$ cat config.mk
export PLATFORM = sky130hd
export DESIGN_NAME = sdram_scheduler_top
export DESIGN_NICKNAME = d
export VERILOG_FILES = /design/src/sdram_cmd_pkg.sv /design/src/host_port_pkg.sv /design/src/sched_if.sv /design/src/request_capture.sv /design/src/bank_state_tracker.sv /design/src/command_issuer.sv /design/src/sdram_scheduler_top.sv
export SDC_FILE = /design/constraint.sdc
export NUM_CORES = 1
export LEC_CHECK = 0
export BUFFER_PORTS_ARGS = -buffer_cell sky130_fd_sc_hd__buf_2
export CAP_MARGIN = 20
export CORE_UTILIZATION = 55
export DETAILED_ROUTE_END_ITERATION = 10
export GPL_TIMING_DRIVEN = 0
export PLACE_DENSITY = 0.77
export SKIP_CTS_REPAIR_TIMING = 1
export SYNTH_ARGS = -nofsm -noshare
export SYNTH_HDL_FRONTEND = slang
export SYNTH_HIERARCHICAL = 1
export SYNTH_SLANG_ARGS = --single-unit
export TNS_END_PERCENT = 20
$ cat constraint.sdc
create_clock -name INPUT_CLK -period 3.67 [get_ports INPUT_CLK]
set_clock_uncertainty 0.15 [all_clocks]
set_input_delay 0.9175 -clock INPUT_CLK [delete_from_list [all_inputs] [get_ports INPUT_CLK]]
set_output_delay 0.9175 -clock INPUT_CLK [all_outputs]
set_load 0.005 [all_outputs]
$ cat src/sdram_cmd_pkg.sv
package sdram_cmd_pkg;

  // --------------------
  // Bus commands
  typedef enum logic [2:0]
  {
    ARSR = 3'b001,  // Auto refresh
    PRCH = 3'b010,  // Row close
    ACTV = 3'b011,  // Row open
    WRTE = 3'b100,
    READ = 3'b101,
    BTRM = 3'b110,  // Burst terminate
    NOOP = 3'b111
  } sdram_cmd_t;

  typedef logic [13:0] row_t;
  typedef logic [2:0]  bank_t;
  typedef logic [8:0]  col_t;
  typedef logic [16:0] page_t;    // Row above bank
  typedef logic [3:0]  settle_t;

  localparam row_t PRECHARGE_ALL_ADDR = 14'h0400;  // A10 selects all banks

  // --------------------
  // Command spacing
  localparam settle_t SETTLE_LOAD_ARSR  = 4'd3;
  localparam settle_t SETTLE_LOAD_ACTV  = 4'd12;
  localparam settle_t SETTLE_LOAD_NOOP  = 4'd14;
  localparam settle_t SETTLE_LOAD_OTHER = 4'd11;

  localparam settle_t SETTLE_DONE_NORM  = 4'd14;
  localparam settle_t SETTLE_DONE_ALT   = 4'd13;
  localparam settle_t SETTLE_DONE_WRITE = 4'd15;  // Write recovery before close

  localparam logic [2:0] ACTV_WAIT = 3'd4;

endpackage

$ cat src/host_port_pkg.sv
package host_port_pkg;

  // --------------------
  // Host address layout
  //   [25:12] row
  //   [11:9]  bank
  //   [8:0]   column
  typedef logic [25:0] host_addr_t;

  // One bit per 16-bit chunk
  typedef logic [3:0] we_mask_t;

  localparam int ROW_LSB  = 12;
  localparam int BANK_LSB = 9;

endpackage

$ cat src/sched_if.sv
`timescale 1ns/10ps

interface sched_if;
  import sdram_cmd_pkg::*;

  // From the tracker
  logic       page_open;
  page_t      open_page;
  logic       last_was_write;
  logic       refresh_due;
  logic       may_change;       // Settle counter expired
  logic       actv_expired;

  // From the issuer
  logic       issued;           // Command register loads next edge
  sdram_cmd_t issued_cmd;
  page_t      issued_page;

  modport tracker
  (
    output page_open, open_page, last_was_write, refresh_due, may_change, actv_expired,
    input  issued, issued_cmd, issued_page
  );

  modport issuer
  (
    input  page_open, open_page, last_was_write, refresh_due, may_change, actv_expired,
    output issued, issued_cmd, issued_page
  );

endinterface

$ cat src/request_capture.sv
`timescale 1ns/10ps

module request_capture
(
  input  logic                      INPUT_CLK,
  input  logic                      RST,
  input  host_port_pkg::host_addr_t rand_addr,
  input  logic                      rand_we,
  input  logic                      rand_req,
  input  host_port_pkg::we_mask_t   rand_mask,
  input  host_port_pkg::host_addr_t bulk_addr,
  input  logic                      bulk_we,
  input  logic                      bulk_req,
  input  host_port_pkg::we_mask_t   bulk_mask,
  input  logic                      page_open,
  input  sdram_cmd_pkg::page_t      open_page,
  input  logic                      refresh_due,
  output logic                      q_rand_req,
  output logic                      q_rand_we,
  output host_port_pkg::host_addr_t q_rand_addr,
  output host_port_pkg::we_mask_t   q_rand_mask,
  output logic                      q_bulk_req,
  output logic                      q_bulk_we,
  output host_port_pkg::host_addr_t q_bulk_addr,
  output host_port_pkg::we_mask_t   q_bulk_mask,
  output logic                      rand_hit,
  output logic                      bulk_hit,
  output logic                      any_hit
);
  import sdram_cmd_pkg::*;
  import host_port_pkg::*;

  page_t rand_page;
  page_t bulk_page;
  logic  hit_ok;
  logic  rand_hit_w;
  logic  bulk_hit_w;

  assign rand_page = q_rand_addr[$bits(host_addr_t)-1:BANK_LSB];
  assign bulk_page = q_bulk_addr[$bits(host_addr_t)-1:BANK_LSB];

  assign hit_ok     = page_open && !refresh_due;       // Pending refresh closes the row
  assign bulk_hit_w = hit_ok && q_bulk_req && (bulk_page == open_page);
  assign rand_hit_w = hit_ok && q_rand_req && !q_bulk_req && (rand_page == open_page);

  always_ff @(posedge INPUT_CLK)
  begin
    q_rand_we   <= rand_we;
    q_rand_addr <= rand_addr;
    q_rand_mask <= rand_mask;
    q_bulk_we   <= bulk_we;
    q_bulk_addr <= bulk_addr;
    q_bulk_mask <= bulk_mask;
  end

  always_ff @(posedge INPUT_CLK)
  begin
    if (RST)
    begin
      q_rand_req <= 1'b0;
      q_bulk_req <= 1'b0;
      rand_hit   <= 1'b0;
      bulk_hit   <= 1'b0;
      any_hit    <= 1'b0;
    end
    else
    begin
      q_rand_req <= rand_req;
      q_bulk_req <= bulk_req;
      rand_hit   <= rand_hit_w;   // One cycle behind the captured request
      bulk_hit   <= bulk_hit_w;
      any_hit    <= rand_hit_w || bulk_hit_w;
    end
  end

  a_one_hit: assert property (@(posedge INPUT_CLK) disable iff (RST)
    !(rand_hit && bulk_hit));

endmodule

$ cat src/bank_state_tracker.sv
`timescale 1ns/10ps

module bank_state_tracker
(
  input  logic                 INPUT_CLK,
  input  logic                 RST,
  input  logic                 refresh_strobe,
  sched_if.tracker             st,
  output logic                 page_open,
  output sdram_cmd_pkg::page_t open_page,
  output logic                 refresh_due
);
  import sdram_cmd_pkg::*;

  logic       pend_valid;    // Command is on the bus this cycle
  sdram_cmd_t pend_cmd;
  page_t      pend_page;
  logic       open_q;
  logic       write_q;
  page_t      page_q;
  logic       strobe_q;
  logic       strobe_ack;
  logic       refresh_time;
  logic       due_q;
  settle_t    settle_cnt;
  logic       settle_done;
  logic [2:0] actv_cnt;

  // After a write the row needs the longer recovery
  assign settle_done = write_q ? (settle_cnt == SETTLE_DONE_WRITE) :
                       ((settle_cnt == SETTLE_DONE_NORM) || (settle_cnt == SETTLE_DONE_ALT));

  always_ff @(posedge INPUT_CLK)
  begin
    pend_cmd  <= st.issued_cmd;
    pend_page <= st.issued_page;
    if (RST)
      pend_valid <= 1'b0;
    else
      pend_valid <= st.issued;
  end

  // --------------------
  // Open page and refresh debt
  always_ff @(posedge INPUT_CLK)
  begin
    if (pend_valid && (pend_cmd == ACTV))
      page_q <= pend_page;
  end

  always_ff @(posedge INPUT_CLK)
  begin
    if (RST)
    begin
      open_q       <= 1'b0;
      write_q      <= 1'b0;
      strobe_q     <= refresh_strobe;
      strobe_ack   <= refresh_strobe;   // No debt out of reset
      refresh_time <= 1'b0;
      due_q        <= 1'b0;
    end
    else
    begin
      strobe_q     <= refresh_strobe;
      refresh_time <= strobe_q ^ strobe_ack;
      due_q        <= refresh_time;
      if (pend_valid)
      begin
        if (pend_cmd == ACTV)
          open_q <= 1'b1;
        if (pend_cmd == PRCH)
          open_q <= 1'b0;
        write_q <= (pend_cmd == WRTE);
        if (pend_cmd == ARSR)
        begin
          strobe_ack   <= strobe_q;
          refresh_time <= 1'b0;
          due_q        <= 1'b0;
        end
      end
    end
  end

  // --------------------
  // Settle and activate timers
  always_ff @(posedge INPUT_CLK)
  begin
    if (RST)
    begin
      settle_cnt <= SETTLE_LOAD_NOOP;
      actv_cnt   <= ACTV_WAIT;
    end
    else
    begin
      if (pend_valid)
      begin
        case (pend_cmd)
          ARSR:    settle_cnt <= SETTLE_LOAD_ARSR;
          ACTV:    settle_cnt <= SETTLE_LOAD_ACTV;
          NOOP:    settle_cnt <= SETTLE_LOAD_NOOP;
          default: settle_cnt <= SETTLE_LOAD_OTHER;
        endcase
      end
      else if (!settle_done)
        settle_cnt <= settle_cnt + 4'd1;

      if (pend_valid && (pend_cmd == ACTV))
        actv_cnt <= 3'd0;
      else if (actv_cnt != ACTV_WAIT)
        actv_cnt <= actv_cnt + 3'd1;
    end
  end

  assign st.page_open      = open_q;
  assign st.open_page      = page_q;
  assign st.last_was_write = write_q;
  assign st.refresh_due    = due_q;
  assign st.may_change     = settle_done && !pend_valid;
  assign st.actv_expired   = (actv_cnt == ACTV_WAIT);

  assign page_open   = open_q;
  assign open_page   = page_q;
  assign refresh_due = due_q;

  // Issuer must wait for the row to close first
  a_no_actv_on_open: assert property (@(posedge INPUT_CLK) disable iff (RST)
    (st.issued && (st.issued_cmd == ACTV)) |-> !open_q);

endmodule

$ cat src/command_issuer.sv
`timescale 1ns/10ps

module command_issuer
(
  input  logic                       INPUT_CLK,
  input  logic                       RST,
  input  logic                       q_rand_req,
  input  logic                       q_rand_we,
  input  host_port_pkg::host_addr_t  q_rand_addr,
  input  host_port_pkg::we_mask_t    q_rand_mask,
  input  logic                       q_bulk_req,
  input  logic                       q_bulk_we,
  input  host_port_pkg::host_addr_t  q_bulk_addr,
  input  host_port_pkg::we_mask_t    q_bulk_mask,
  input  logic                       rand_hit,
  input  logic                       bulk_hit,
  input  logic                       any_hit,
  sched_if.issuer                    st,
  output sdram_cmd_pkg::sdram_cmd_t  command_reg,
  output sdram_cmd_pkg::row_t        address_reg,
  output sdram_cmd_pkg::bank_t       bank_reg,
  output logic                       grant_rand,
  output logic                       grant_bulk,
  output host_port_pkg::we_mask_t    we_mask
);
  import sdram_cmd_pkg::*;
  import host_port_pkg::*;

  logic [1:0] hold_cnt;      // Covers stale requests and hits after a command
  logic       rand_seen;
  logic       bulk_seen;
  logic       last_rw;
  logic       win_we;
  logic       rand_miss;
  logic       bulk_miss;
  logic       any_miss;
  logic       hit_go;
  logic       issue;
  host_addr_t win_addr;
  host_addr_t req_addr;
  col_t       win_col;
  sdram_cmd_t next_cmd;
  row_t       next_addr;
  bank_t      next_bank;

  assign win_addr = bulk_hit ? q_bulk_addr : q_rand_addr;
  assign win_we   = bulk_hit ? q_bulk_we : q_rand_we;
  assign win_col  = win_addr[BANK_LSB-1:0];
  assign req_addr = q_bulk_req ? q_bulk_addr : q_rand_addr;   // Bulk first

  // A miss only counts once its hit flag has caught up
  assign bulk_miss = q_bulk_req && bulk_seen && !bulk_hit;
  assign rand_miss = !q_bulk_req && q_rand_req && rand_seen && !rand_hit;
  assign any_miss  = bulk_miss || rand_miss;

  // Same direction as the last access skips the settle wait
  assign hit_go = any_hit && (hold_cnt == 2'd0) &&
                  (st.may_change || (last_rw && (st.last_was_write == win_we)));

  always_comb
  begin
    next_cmd  = NOOP;
    next_addr = PRECHARGE_ALL_ADDR;
    next_bank = st.open_page[$bits(bank_t)-1:0];
    if (hit_go)
    begin
      next_cmd  = win_we ? WRTE : READ;
      next_addr = {4'h0, win_col, 1'b0};
      next_bank = win_addr[ROW_LSB-1:BANK_LSB];
    end
    else if ((hold_cnt == 2'd0) && st.may_change)
    begin
      if (st.page_open)
      begin
        if (st.actv_expired && (st.refresh_due || any_miss))
          next_cmd = PRCH;
      end
      else if (st.refresh_due)
        next_cmd = ARSR;
      else if (any_miss)
      begin
        next_cmd  = ACTV;
        next_addr = req_addr[$bits(host_addr_t)-1:ROW_LSB];
        next_bank = req_addr[ROW_LSB-1:BANK_LSB];
      end
    end
  end

  assign issue = (next_cmd != NOOP);

  assign st.issued      = issue;
  assign st.issued_cmd  = next_cmd;
  assign st.issued_page = req_addr[$bits(host_addr_t)-1:BANK_LSB];

  always_ff @(posedge INPUT_CLK)
  begin
    if (issue)
    begin
      address_reg <= next_addr;
      bank_reg    <= next_bank;
    end
    if (hit_go)
      we_mask <= bulk_hit ? q_bulk_mask : q_rand_mask;
  end

  always_ff @(posedge INPUT_CLK)
  begin
    if (RST)
    begin
      command_reg <= NOOP;
      grant_rand  <= 1'b0;
      grant_bulk  <= 1'b0;
      hold_cnt    <= 2'd0;
      last_rw     <= 1'b0;
      rand_seen   <= 1'b0;
      bulk_seen   <= 1'b0;
    end
    else
    begin
      command_reg <= next_cmd;
      grant_bulk  <= hit_go && bulk_hit;
      grant_rand  <= hit_go && !bulk_hit;
      rand_seen   <= q_rand_req;
      bulk_seen   <= q_bulk_req;
      if (issue)
      begin
        hold_cnt <= 2'd3;
        last_rw  <= hit_go;
      end
      else if (hold_cnt != 2'd0)
        hold_cnt <= hold_cnt - 2'd1;
    end
  end

  a_grant_with_rw: assert property (@(posedge INPUT_CLK) disable iff (RST)
    (grant_rand || grant_bulk) |-> ((command_reg == READ) || (command_reg == WRTE)));

endmodule

$ cat src/sdram_scheduler_top.sv
`timescale 1ns/10ps

module sdram_scheduler_top
(
  input  logic                      INPUT_CLK,
  input  logic                      RST,
  input  logic                      refresh_strobe,
  input  host_port_pkg::host_addr_t rand_addr,
  input  logic                      rand_we,
  input  logic                      rand_req,
  input  host_port_pkg::we_mask_t   rand_mask,
  input  host_port_pkg::host_addr_t bulk_addr,
  input  logic                      bulk_we,
  input  logic                      bulk_req,
  input  host_port_pkg::we_mask_t   bulk_mask,
  output sdram_cmd_pkg::sdram_cmd_t command_reg,
  output sdram_cmd_pkg::row_t       address_reg,
  output sdram_cmd_pkg::bank_t      bank_reg,
  output logic                      grant_rand,
  output logic                      grant_bulk,
  output host_port_pkg::we_mask_t   we_mask
);
  import sdram_cmd_pkg::*;
  import host_port_pkg::*;

  logic       q_rand_req, q_rand_we, q_bulk_req, q_bulk_we;
  host_addr_t q_rand_addr, q_bulk_addr;
  we_mask_t   q_rand_mask, q_bulk_mask;
  logic       rand_hit, bulk_hit, any_hit;
  logic       page_open, refresh_due;
  page_t      open_page;

  sched_if i_st ();

  request_capture i_capture
  (
    .INPUT_CLK (INPUT_CLK),   .RST        (RST),
    .rand_addr (rand_addr),   .rand_we    (rand_we),    .rand_req   (rand_req),
    .rand_mask (rand_mask),   .bulk_addr  (bulk_addr),  .bulk_we    (bulk_we),
    .bulk_req  (bulk_req),    .bulk_mask  (bulk_mask),  .page_open  (page_open),
    .open_page (open_page),   .refresh_due (refresh_due),
    .q_rand_req (q_rand_req), .q_rand_we  (q_rand_we),  .q_rand_addr (q_rand_addr),
    .q_rand_mask (q_rand_mask), .q_bulk_req (q_bulk_req), .q_bulk_we (q_bulk_we),
    .q_bulk_addr (q_bulk_addr), .q_bulk_mask (q_bulk_mask),
    .rand_hit  (rand_hit),    .bulk_hit   (bulk_hit),   .any_hit    (any_hit)
  );

  bank_state_tracker i_tracker
  (
    .INPUT_CLK (INPUT_CLK),   .RST        (RST),        .refresh_strobe (refresh_strobe),
    .st        (i_st),        .page_open  (page_open),  .open_page  (open_page),
    .refresh_due (refresh_due)
  );

  command_issuer i_issuer
  (
    .INPUT_CLK (INPUT_CLK),   .RST        (RST),
    .q_rand_req (q_rand_req), .q_rand_we  (q_rand_we),  .q_rand_addr (q_rand_addr),
    .q_rand_mask (q_rand_mask), .q_bulk_req (q_bulk_req), .q_bulk_we (q_bulk_we),
    .q_bulk_addr (q_bulk_addr), .q_bulk_mask (q_bulk_mask),
    .rand_hit  (rand_hit),    .bulk_hit   (bulk_hit),   .any_hit    (any_hit),
    .st        (i_st),        .command_reg (command_reg), .address_reg (address_reg),
    .bank_reg  (bank_reg),    .grant_rand (grant_rand), .grant_bulk (grant_bulk),
    .we_mask   (we_mask)
  );

endmodule

[After elaboration in Yosys (flattened, before gate mapping)]
Index checks and enable logic that the tools add are counted.
Storage, ports and cells
  output and inout bits: 26
  flip-flop bits (word level): 149
Operators by class
  add/subtract/negate cells: 3
  multiplexer cells: 38
  reductions and logical operators: 41
  bitwise logic cells: 3
  equality and inequality tests: 15
Operators by type and width (count)
  11-bit two-way mux: 4
  3-bit two-way mux: 13
  17-bit == test: 2
  26-bit two-way mux: 1
  1-bit logical AND: 20
  4-bit == test (second input constant): 3
  1-bit two-way mux: 12
  12-bit two-way mux: 1
  4-bit two-way mux: 3
  4-bit one-hot mux with 3 select lines: 1
  2-bit nonzero test: 6
  10-bit two-way mux: 1
  3-bit == test (second input constant): 3
  3-bit by 2-bit == test with 1-bit output (second input constant): 2
  3-bit != test (second input constant): 2
  1-bit logical NOT: 5
  1-bit logical OR: 5
  5-bit OR reduction: 1
  4-bit by 1-bit adder with 4-bit output (second input constant): 1
  2-bit two-way mux: 2
  2-bit AND reduction: 2
  3-bit by 1-bit adder with 3-bit output (second input constant): 1
  3-bit by 1-bit == test with 1-bit output (second input constant): 1
  2-bit logical NOT: 1
  6 further kinds: 7

[Longest topological paths before layout]
Gate-level depths: netlist of run 1.
  word-level depth: 13
  mapped depth: 11
  gate-level depth less buffers: 9

[By module]
The synthesis of run 1 kept the hierarchy.
By module, submodules not included
  bank_state_tracker: cells an instance 134, seq. area each 1201.2 sq um, times used 1, area each 1798.0 sq um
  command_issuer: cells an instance 141, seq. area each 830.8 sq um, times used 1, area each 1776.7 sq um
  request_capture: cells an instance 119, seq. area each 1341.3 sq um, times used 1, area each 1755.4 sq um

[Worst setup path after synthesis of run 1]
OpenSTA, ideal clock, no wires.
  path kind: flip-flop to flip-flop
  from: reg i_tracker.settle_cnt[0]
  to: reg i_issuer.address_reg[0], enable pin
  required time: 3.146 ns
  data arrival time: 2.008 ns
  stages on the path, launching flop included: 9
  period minus slack after synthesis: 2.533 ns
  path slack: 1.137 ns
  path buffers: 1
  path through: dfxtp_1 -> inv_1 -> ha_1 -> or3_4 -> nand3_1 -> nor2_1 -> a32oi_4 -> buf_2 -> nand2_1
On the way
  longest elaborated chain between the ends: 8
  elaborated cells between the ends (all ways): 12
  classes of those cells: eq/ne: 4; mux: 3; reduce/logical: 5
Ends and longest elaborated chain
  from (decl): RTL line bank_state_tracker.sv:25  | settle_t settle_cnt;
  from (signal assigned): RTL line bank_state_tracker.sv:105  | settle_cnt <= settle_cnt + 4'd1;
  4-bit == test: RTL line bank_state_tracker.sv:31  | ((settle_cnt == SETTLE_DONE_NORM) || (settle_cnt == SETTLE_DONE_ALT));
  1-bit logical OR: RTL line bank_state_tracker.sv:31
  1-bit two-way mux (*): RTL line bank_state_tracker.sv:30  | assign settle_done = write_q ? (settle_cnt == SETTLE_DONE_WRITE) :
  1-bit logical AND (*): RTL line bank_state_tracker.sv:118  | assign st.may_change = settle_done && !pend_valid;
  named net i_st.may_change: RTL line sched_if.sv:11  | logic may_change;
  1-bit logical AND or 1-bit logical OR (tied branches): RTL line command_issuer.sv:71, command_issuer.sv:58
  3-bit two-way mux or 1-bit logical AND (tied branches): RTL line command_issuer.sv:71, command_issuer.sv:57
  3-bit two-way mux (*): RTL line command_issuer.sv:65  | if (hit_go)
  3-bit != test (*): RTL line command_issuer.sv:89  | assign issue = (next_cmd != NOOP);
  named net i_st.issued: RTL line sched_if.sv:15  | logic issued;
  to (signal assigned): RTL line command_issuer.sv:99  | address_reg <= next_addr;
  to (decl): RTL line command_issuer.sv:20  | output sdram_cmd_pkg::row_t address_reg,
The timed path passes the listed nets; every way through them passes the cells marked *.
A chain may end at the register's enable or synchronous reset.

[Worst setup path after layout of run 1]
  from: reg i_tracker.settle_cnt[0]
  to: reg i_issuer.address_reg[5], enable pin
Same word-level chain as after synthesis.

==> impl_metrics.toml, run 1 <==
[run_status]
status = "completed"

[final_layout]
layout-drive-gt1-share_pct = 35.3
fillers = 649
fin_nets = 564
reg_top3 = "i_capture/q_bulk_addr (26), i_capture/q_rand_addr (26)"
stdcell_count = 633
regArea_um2 = 3370
num_antenna_cells = 0
syn_to_final_growth_pct = 22.9
multi_input_area_um2 = 1690

[floorplanning]
core-area_um2 = 9240
rows = 35
die_area_um2 = 9890
initial_core_util_pct = 56.5
io_pins = 93
die_h_um = 99.5
die_w_um = 99.5

[global_route]
grt_max_degree = 24
grtUsageTotal_pct = 22.1
grt_overflow = 0
grt_pass1_vias = 3324
grt_pass1_wl_um = 16000
antenna_found_initial = 0

[detailed_routing]
firstDrtPassIters = 4
wirelength_um = 10200
vias_per_cell = 5.03
drc = 0
ant_nets = 0
drtIter0Drc = 70
vias = 3186
wl_per_cell_um = 16.1

[clock_network]
cts_sinks = 149
clkTransAtPathRegs_ns = 0.06
cts_max_level = 4
root_buffer = "clkbuf_8"
clk_latency_ns = 0.52
cts_tree = "done"
cts_buffers = 17
cts.path.max_buffers = 2

[worst_setup_path]
worstReg2RegStart = "i_tracker/settle_cnt[0]"
reg2reg_slack_ns = 0.38
crit_required_ns = 3.56
cp-start-kind = "register"
ff2ff_path_depth = 8
crit_type = "register to register"
endpoint_kind = "register"
cp_data_arrival_time_ns = 3.18
r2r-end = "i_issuer/address_reg[5]"
critPathMaxFanout = 18

[power_and_ir_drop]
clkPwrFrac_pct = 41.8
leakagePower_nw = 2.57
ir_drop_v = 0.000388
p_total_mw = 3.94
p_int_mw = 2.97
power.density_nw_per_um2 = 614
switching_share_pct = 24.8
switchingPower_uw = 978
power_frac_comb_pct = 11.0
sequentialPowerShare_pct = 47.2

[flow_run]
maxCapViolCount = 0

[sta]
max_freq_mhz = 304
period_share_pct = 89.7
hold_viol_final = 0
drv_slew = 0
setup_violations = 0
post-route-min-period_ns = 3.29
finalSetupTns_ns = 0
maxSlewHeadroom_pct = 34.4
worst_slew_pin_slew_ns = 0.982
grt_setup_unrepaired = "no"

[placement]
placed_cells = 601
hpwl_um = 6890
io_buffer_count = 92
gp_congestion = 0.805

[worst_hold_path]
min_path_cells = 0
min_to = "i_tracker/open_page[11]"
min_path_type = "register to register"
min_from = "i_tracker/pend_page[11]"

[logic_synthesis]
yosys_warnings = 6
synth_nets = 453
syn_inst = 380
avgSynthCellArea_um2 = 13.8
synth_area_um2 = 5230
## routing by layer
layer	vias up	share of wire [%]	track usage, %
met4	0	2.2	11.0
met5	-	0	0
met2	106	50	37.2
met1	1505	43	25.2
met3	17	4.9	7.66
li1	1558	-	-
## layout by cell type, fill, tap and decap left out, drive strengths merged, types with 7 or more instances in the layout
cell,count
xor2,26
nor2,7
clkbuf,20
mux2,23
edfxtp,39
inv,17
mux2i,29
buf,107
nor3,8
nand2,15
dfxtp,110
xnor2,13
## area by class of cell
type                            count  area share (%)
Buffer                             17            1.89
Clock inverter                     14            2.14
Inverter                           11           0.643
Timing Repair Buffer               92            7.17
Sequential cell                   149            52.5
Tap cell                          129            2.51
Multi-Input combinational cell    203            26.3
Clock buffer                       18            6.84
## power by group through the flow
stage	combinational, mW	sequential [mW]	clock (mW)
final	0.432	1.86	1.65
after global routing	0.482	1.87	1.75
after CTS	0.434	1.86	1.68
after detailed placement	0.431	1.90	0
after global placement	0.412	1.89	0
after floorplan	0.309	1.88	0
## metrics by stage
step	setup slack [ns]	hold slack, ns	instance area, um2	utilization [%]
2_1_floorplan	1.14	0.236	5230	-
3_3_place_gp	0.499	0.236	5850	63.3
3_5_place_dp	0.333	0.239	5850	63.3
4_1_cts	0.352	0.251	6420	69.5
5_1_grt	0.198	0.259	6420	69.5
6_report	0.376	0.253	6420	69.5
## worst max-delay path, stage by stage, from the launching register on
cell	delay, ns
dfxtp_1	0.43
inv_1	0.11
ha_1	0.22
or3_4	0.39
nand3_1	0.14
nor2_1	0.12
a32oi_4	0.32
buf_2	0.29
nand2_1	0.62
## worst max-delay path by stage
stage | start | to | slack (ns) | cells past startpoint
floorplan | i_tracker/settle_cnt[0] | i_issuer/address_reg[0] | 1.14 | 8
global placement | i_tracker/settle_cnt[0] | i_issuer/address_reg[2] | 0.50 | 8
detailed placement | i_tracker/settle_cnt[0] | i_issuer/address_reg[7] | 0.33 | 8
CTS | i_tracker/settle_cnt[0] | i_issuer/address_reg[5] | 0.35 | 8
global route | i_tracker/settle_cnt[0] | i_issuer/address_reg[5] | 0.20 | 8
finish | i_tracker/settle_cnt[0] | i_issuer/address_reg[5] | 0.38 | 8
No activity file was read; power rests on OpenSTA's default activity.
==> inputs of run 2 (changes only) <==
--- a/config.mk
+++ b/config.mk
@@ -10,7 +10,7 @@
 export CORE_UTILIZATION = 55
 export DETAILED_ROUTE_END_ITERATION = 10
 export GPL_TIMING_DRIVEN = 0
-export PLACE_DENSITY = 0.77
+export PLACE_DENSITY_LB_ADDON = 0.12
 export SKIP_CTS_REPAIR_TIMING = 1
 export SYNTH_ARGS = -nofsm -noshare
 export SYNTH_HDL_FRONTEND = slang
==> run 2 against run 1 <==
Effect of this change: core utilization grew 0.19 points; power shrank 0.21%; sequential share of layout area shrank 0.14 points; critical path depth is the same; global-route usage shrank 0.99 points; critical endpoint is now i_issuer/address_reg[13]; count of clock-buffer cells in the layout shrank 1; cell count is the same; largest power group unchanged; routed wire length shrank 6.6%.
==> impl_metrics.toml, run 2 (synthesis gave the netlist of run 1 again) <==
[power_and_ir_drop]
clkPwrFrac_pct = 42.0
ir_drop_v = 0.000380
switchingPower_mw = 1.04
p_int_mw = 2.90
sequentialPowerShare_pct = 47.2
leakagePower_nw = 2.58
power.density_nw_per_um2 = 611
switching_share_pct = 26.4
power_frac_comb_pct = 10.8

[worst_setup_path]
crit_required_ns = 3.56
endpoint_kind = "register"
crit_type = "register to register"
worstReg2RegStart = "i_tracker/settle_cnt[0]"
cp_data_arrival_time_ns = 3.10
cp-start-kind = "register"
crit_end = "i_issuer/address_reg[13]"
ff2ff_path_depth = 8
reg2reg_slack_ns = 0.46
critPathMaxFanout = 18
startpoint = "i_tracker/settle_cnt[0]"
r2r-end = "i_issuer/address_reg[13]"

[final_layout]
num_antenna_cells = 0
layout-drive-gt1-share_pct = 35.3
syn_to_final_growth_pct = 23.3
layout_common_cells = "dfxtp_1, buf_2, edfxtp_1"
reg_top3 = "i_capture/q_bulk_addr (26), i_capture/q_rand_addr (26)"
fillers = 674
layout_commonest_cell = "dfxtp_1"
fin_nets = 564
stdcell_count = 633

[sta]
finalSetupTns_ns = 0
maxSlewHeadroom_pct = 35.5
grt_setup_unrepaired = "no"
drv_slew = 0
setup_violations = 0
period_share_pct = 87.5
worst_slew_pin_slew_ns = 0.965
hold_viol_final = 0
max_freq_mhz = 311
setup_ws_ns = 0.458
post-route-min-period_ns = 3.21

[placement]
io_buffer_count = 92
placed_cells = 601
hpwl_um = 6640
gp_congestion = 0.751
post-place-ws_ns = 0.446

[clock_network]
cts.path.max_buffers = 2
cts_max_level = 4
clk_latency_ns = 0.52
cts_sinks = 149
root_buffer = "clkbuf_8"
cts_tree = "done"
clkTransAtPathRegs_ns = 0.07
cts_buffers = 17

[floorplanning]
die_h_um = 99.5
die_area_um2 = 9890
die_w_um = 99.5
initial_core_util_pct = 56.5
core-area_um2 = 9240
rows = 35
io_pins = 93

[detailed_routing]
ant_nets = 0
vias_per_cell = 4.95
wirelength_um = 9520
drtIter0Drc = 119
wl_per_cell_um = 15.0
firstDrtPassIters = 4
vias = 3134
drc = 0

[global_route]
grt_overflow = 0
grt_busiest_layer = "met2"
antenna_found_initial = 0
grt_pass1_wl_um = 15500
grt_pass1_vias = 3235
grt_max_degree = 24
use_met2_pct = 36.8
grt_use_met3_pct = 5.13
met1_usage_pct = 24.7
grtUsageTotal_pct = 21.1

[flow_run]
maxCapViolCount = 0

[run_status]
status = "completed"

[worst_hold_path]
min_path_type = "register to register"
==> run 2: critical path: stages (launching register included) <==
cell and delay, ns:
dfxtp_1 0.42, inv_1 0.09, ha_1 0.21, or3_4 0.39
nand3_1 0.13, nor2_1 0.12, a32oi_4 0.31, buf_2 0.28
nand2_1 0.60
==> run 2: worst min path at each step <==
| stage | from | to | slack (ns) | cells after the start |
|---|---|---|---|---|
| global route | i_tracker/pend_page[12] | i_tracker/open_page[12] | 0.26 | 0 |
| global placement | i_tracker/pend_page[0] | i_tracker/open_page[0] | 0.24 | 0 |
| floorplan | i_tracker/pend_page[0] | i_tracker/open_page[0] | 0.24 | 0 |
| CTS | i_tracker/pend_page[4] | i_tracker/open_page[4] | 0.26 | 0 |
| finish | i_tracker/pend_page[9] | i_tracker/open_page[9] | 0.25 | 0 |
| detailed placement | i_tracker/pend_page[16] | i_tracker/open_page[16] | 0.24 | 0 |
==> run 2: final cells by class <==
cell class / count / area (um2) / area share (%)
Multi-Input combinational cell: 203 / 1690 / 26.2
Timing Repair Buffer: 92 / 460 / 7.15
Clock inverter: 15 / 180 / 2.80
Inverter: 11 / 41.3 / 0.641
Clock buffer: 17 / 414 / 6.43
Buffer: 17 / 121 / 1.88
Sequential cell: 149 / 3370 / 52.4
Tap cell: 129 / 161 / 2.51
==> run 2: routing by layer <==
metal  part of all wire, %  routed length, um
met4                   1.5                143
met5                     0                  0
met1                    43               4110
met2                    52               4920
met3                   3.6                342
==> run 2: power groups by stage <==
| stage | Clock (mW) | Sequential [mW] | Combinational (mW) |
|---|---|---|---|
| after CTS | 1.69 | 1.86 | 0.432 |
| after global routing | 1.77 | 1.87 | 0.475 |
| after detailed placement | 0 | 1.89 | 0.428 |
| final | 1.65 | 1.86 | 0.426 |
| after floorplan | 0 | 1.88 | 0.309 |
| after global placement | 0 | 1.89 | 0.416 |
==> run 2: through the flow <==
| stage | hold WS (ns) | area, um2 | power, mW | util (%) |
|---|---|---|---|---|
| floorplan | 0.236 | 5230 | 2.19 | - |
| global placement | 0.236 | 5850 | 2.31 | 63.3 |
| detailed placement | 0.240 | 5850 | 2.32 | 63.3 |
| CTS | 0.258 | 6440 | 3.98 | 69.7 |
| global route | 0.261 | 6440 | 4.11 | 69.7 |
| finish | 0.254 | 6440 | 3.94 | 69.7 |
==> inputs of run 3 (changes only) <==
==> constraint.sdc (replaced) <==
create_clock -name INPUT_CLK -period 3.67 [get_ports INPUT_CLK]
set_clock_uncertainty 0.15 [all_clocks]
set_input_delay 0.367 -clock INPUT_CLK [delete_from_list [all_inputs] [get_ports INPUT_CLK]]
set_output_delay 0.367 -clock INPUT_CLK [all_outputs]
set_load 0.005 [all_outputs]
==> run 3 against run 2 <==
Effect of this change: worst setup slack worse by 0.026 ns; sequential power about the same; combinational power up 14%; largest cell class unchanged; highest routed layer unchanged.
==> impl_metrics.toml, run 3 (synthesis gave the netlist of run 1 again) <==
[run_status]
status = "completed"

[final_layout]
stdcell_count = 700
fin_nets = 631
reg_top3 = "i_capture/q_bulk_addr (26), i_capture/q_rand_addr (26)"
fillers = 585
syn_to_final_growth_pct = 36.1
layout_common_cells = "dfxtp_1, buf_2, dlygate4sd3_1"
num_antenna_cells = 0
layout_commonest_cell = "dfxtp_1"
layout-drive-gt1-share_pct = 31.2

[placement]
io_buffer_count = 92
placed_cells = 601
gp_congestion = 0.751
hpwl_um = 6640

[detailed_routing]
top_layer = "met4"
dr_wl_met3_um = 398
vias = 3412
drc = 0
drtIter0Drc = 108
dr_wl_met2_um = 5870
ant_nets = 0
wirelength_um = 11000
vias_per_cell = 4.87
firstDrtPassIters = 4
m1WireLength_um = 4480
wl_per_cell_um = 15.7

[worst_setup_path]
cp-start-kind = "register"
endpoint_kind = "register"
crit_type = "register to register"
critPathMaxFanout = 18
ff2ff_path_depth = 8
cp_data_arrival_time_ns = 3.12
r2r-end = "i_issuer/address_reg[11]"
worstReg2RegStart = "i_tracker/settle_cnt[0]"
crit_required_ns = 3.55
reg2reg_slack_ns = 0.43

[floorplanning]
io_pins = 93
die_h_um = 99.5
rows = 35
initial_core_util_pct = 56.5
die_w_um = 99.5
die_area_um2 = 9890
core-area_um2 = 9240

[sta]
period_share_pct = 88.2
maxSlewHeadroom_pct = 33.8
max_freq_mhz = 309
drv_slew = 0
finalSetupTns_ns = 0
worst_slew_pin_slew_ns = 0.991
setup_violations = 0
post-route-min-period_ns = 3.24
hold_viol_final = 0
grt_setup_unrepaired = "no"

[power_and_ir_drop]
ir_drop_v = 0.000386
switching_share_pct = 26.6
clkPwrFrac_pct = 41.5
switchingPower_mw = 1.06
power.density_nw_per_um2 = 563
sequentialPowerShare_pct = 46.4
power_frac_comb_pct = 12.1
leakagePower_nw = 2.86
p_int_mw = 2.94

[worst_hold_path]
min_from = "RST"
min_path_type = "primary input to register"
min_to = "i_capture/bulk_hit"
min_path_cells = 4

[global_route]
grt_pass1_wl_um = 15500
grtUsageTotal_pct = 21.1
grt_pass1_vias = 3235
antenna_found_initial = 0
grt_overflow = 0
grt_max_degree = 24

[clock_network]
cts_tree = "done"
cts_max_level = 4
cts_sinks = 149
cts.path.max_buffers = 2
clkTransAtPathRegs_ns = 0.07
root_buffer = "clkbuf_8"
clk_latency_ns = 0.52
cts_buffers = 17

[flow_run]
maxCapViolCount = 0
run 3: final cells by class:
type,instances,area [um2],area share [%]
Clock buffer,17,414,5.82
Buffer,17,121,1.71
Inverter,11,41.3,0.581
Multi-Input combinational cell,203,1690,23.8
Clock inverter,15,180,2.53
Sequential cell,149,3370,47.4
Timing Repair Buffer,159,1130,15.9
Tap cell,129,161,2.27
run 3: worst max path at each step:
stage                     slack (ns)                    start                  endpoint  depth (start not counted)
after floorplan                 1.14  i_tracker/settle_cnt[0]   i_issuer/address_reg[0]                          8
after global placement          0.45  i_tracker/settle_cnt[0]   i_issuer/address_reg[3]                          8
after detailed placement        0.45  i_tracker/settle_cnt[0]   i_issuer/address_reg[3]                          8
after CTS                       0.42  i_tracker/settle_cnt[0]  i_issuer/address_reg[11]                          8
after global routing            0.28  i_tracker/settle_cnt[0]      i_issuer/bank_reg[2]                          8
final                           0.43  i_tracker/settle_cnt[0]  i_issuer/address_reg[11]                          8
run 3: per-layer routing:
layer,GRT usage [%],vias to the layer above
li1,-,1694
met2,36.8,87
met4,9.73,0
met5,0,-
met3,5.13,18
met1,24.7,1613
run 3: worst max-delay path: stages, from the launching register on:
cell     delay [ns]
dfxtp_1        0.42
inv_1          0.09
ha_1           0.21
or3_4          0.39
nand3_1        0.13
nor2_1         0.12
a32oi_4        0.31
buf_2          0.29
nand2_1        0.62
run 3: through the flow:
| step | util, % | worst slack (ns) | hold slack, ns | power [mW] | instance area, um2 |
|---|---|---|---|---|---|
| detailed placement | 63.3 | 0.446 | 0.240 | 2.32 | 5850 |
| CTS | 69.7 | 0.416 | -0.225 | 3.98 | 6440 |
| finish | 77.0 | 0.433 | 0.127 | 4.01 | 7110 |
| global placement | 63.3 | 0.446 | 0.236 | 2.31 | 5850 |
| global route | 77.0 | 0.276 | 0.136 | 4.18 | 7110 |
| floorplan | - | 1.14 | 0.236 | 2.19 | 5230 |
run 3: power groups by stage:
stage | Sequential [mW] | Clock [mW] | Combinational [mW]
after floorplan | 1.88 | 0 | 0.309
after global placement | 1.89 | 0 | 0.416
after detailed placement | 1.89 | 0 | 0.428
after CTS | 1.86 | 1.69 | 0.432
after global routing | 1.87 | 1.77 | 0.537
final | 1.86 | 1.66 | 0.486
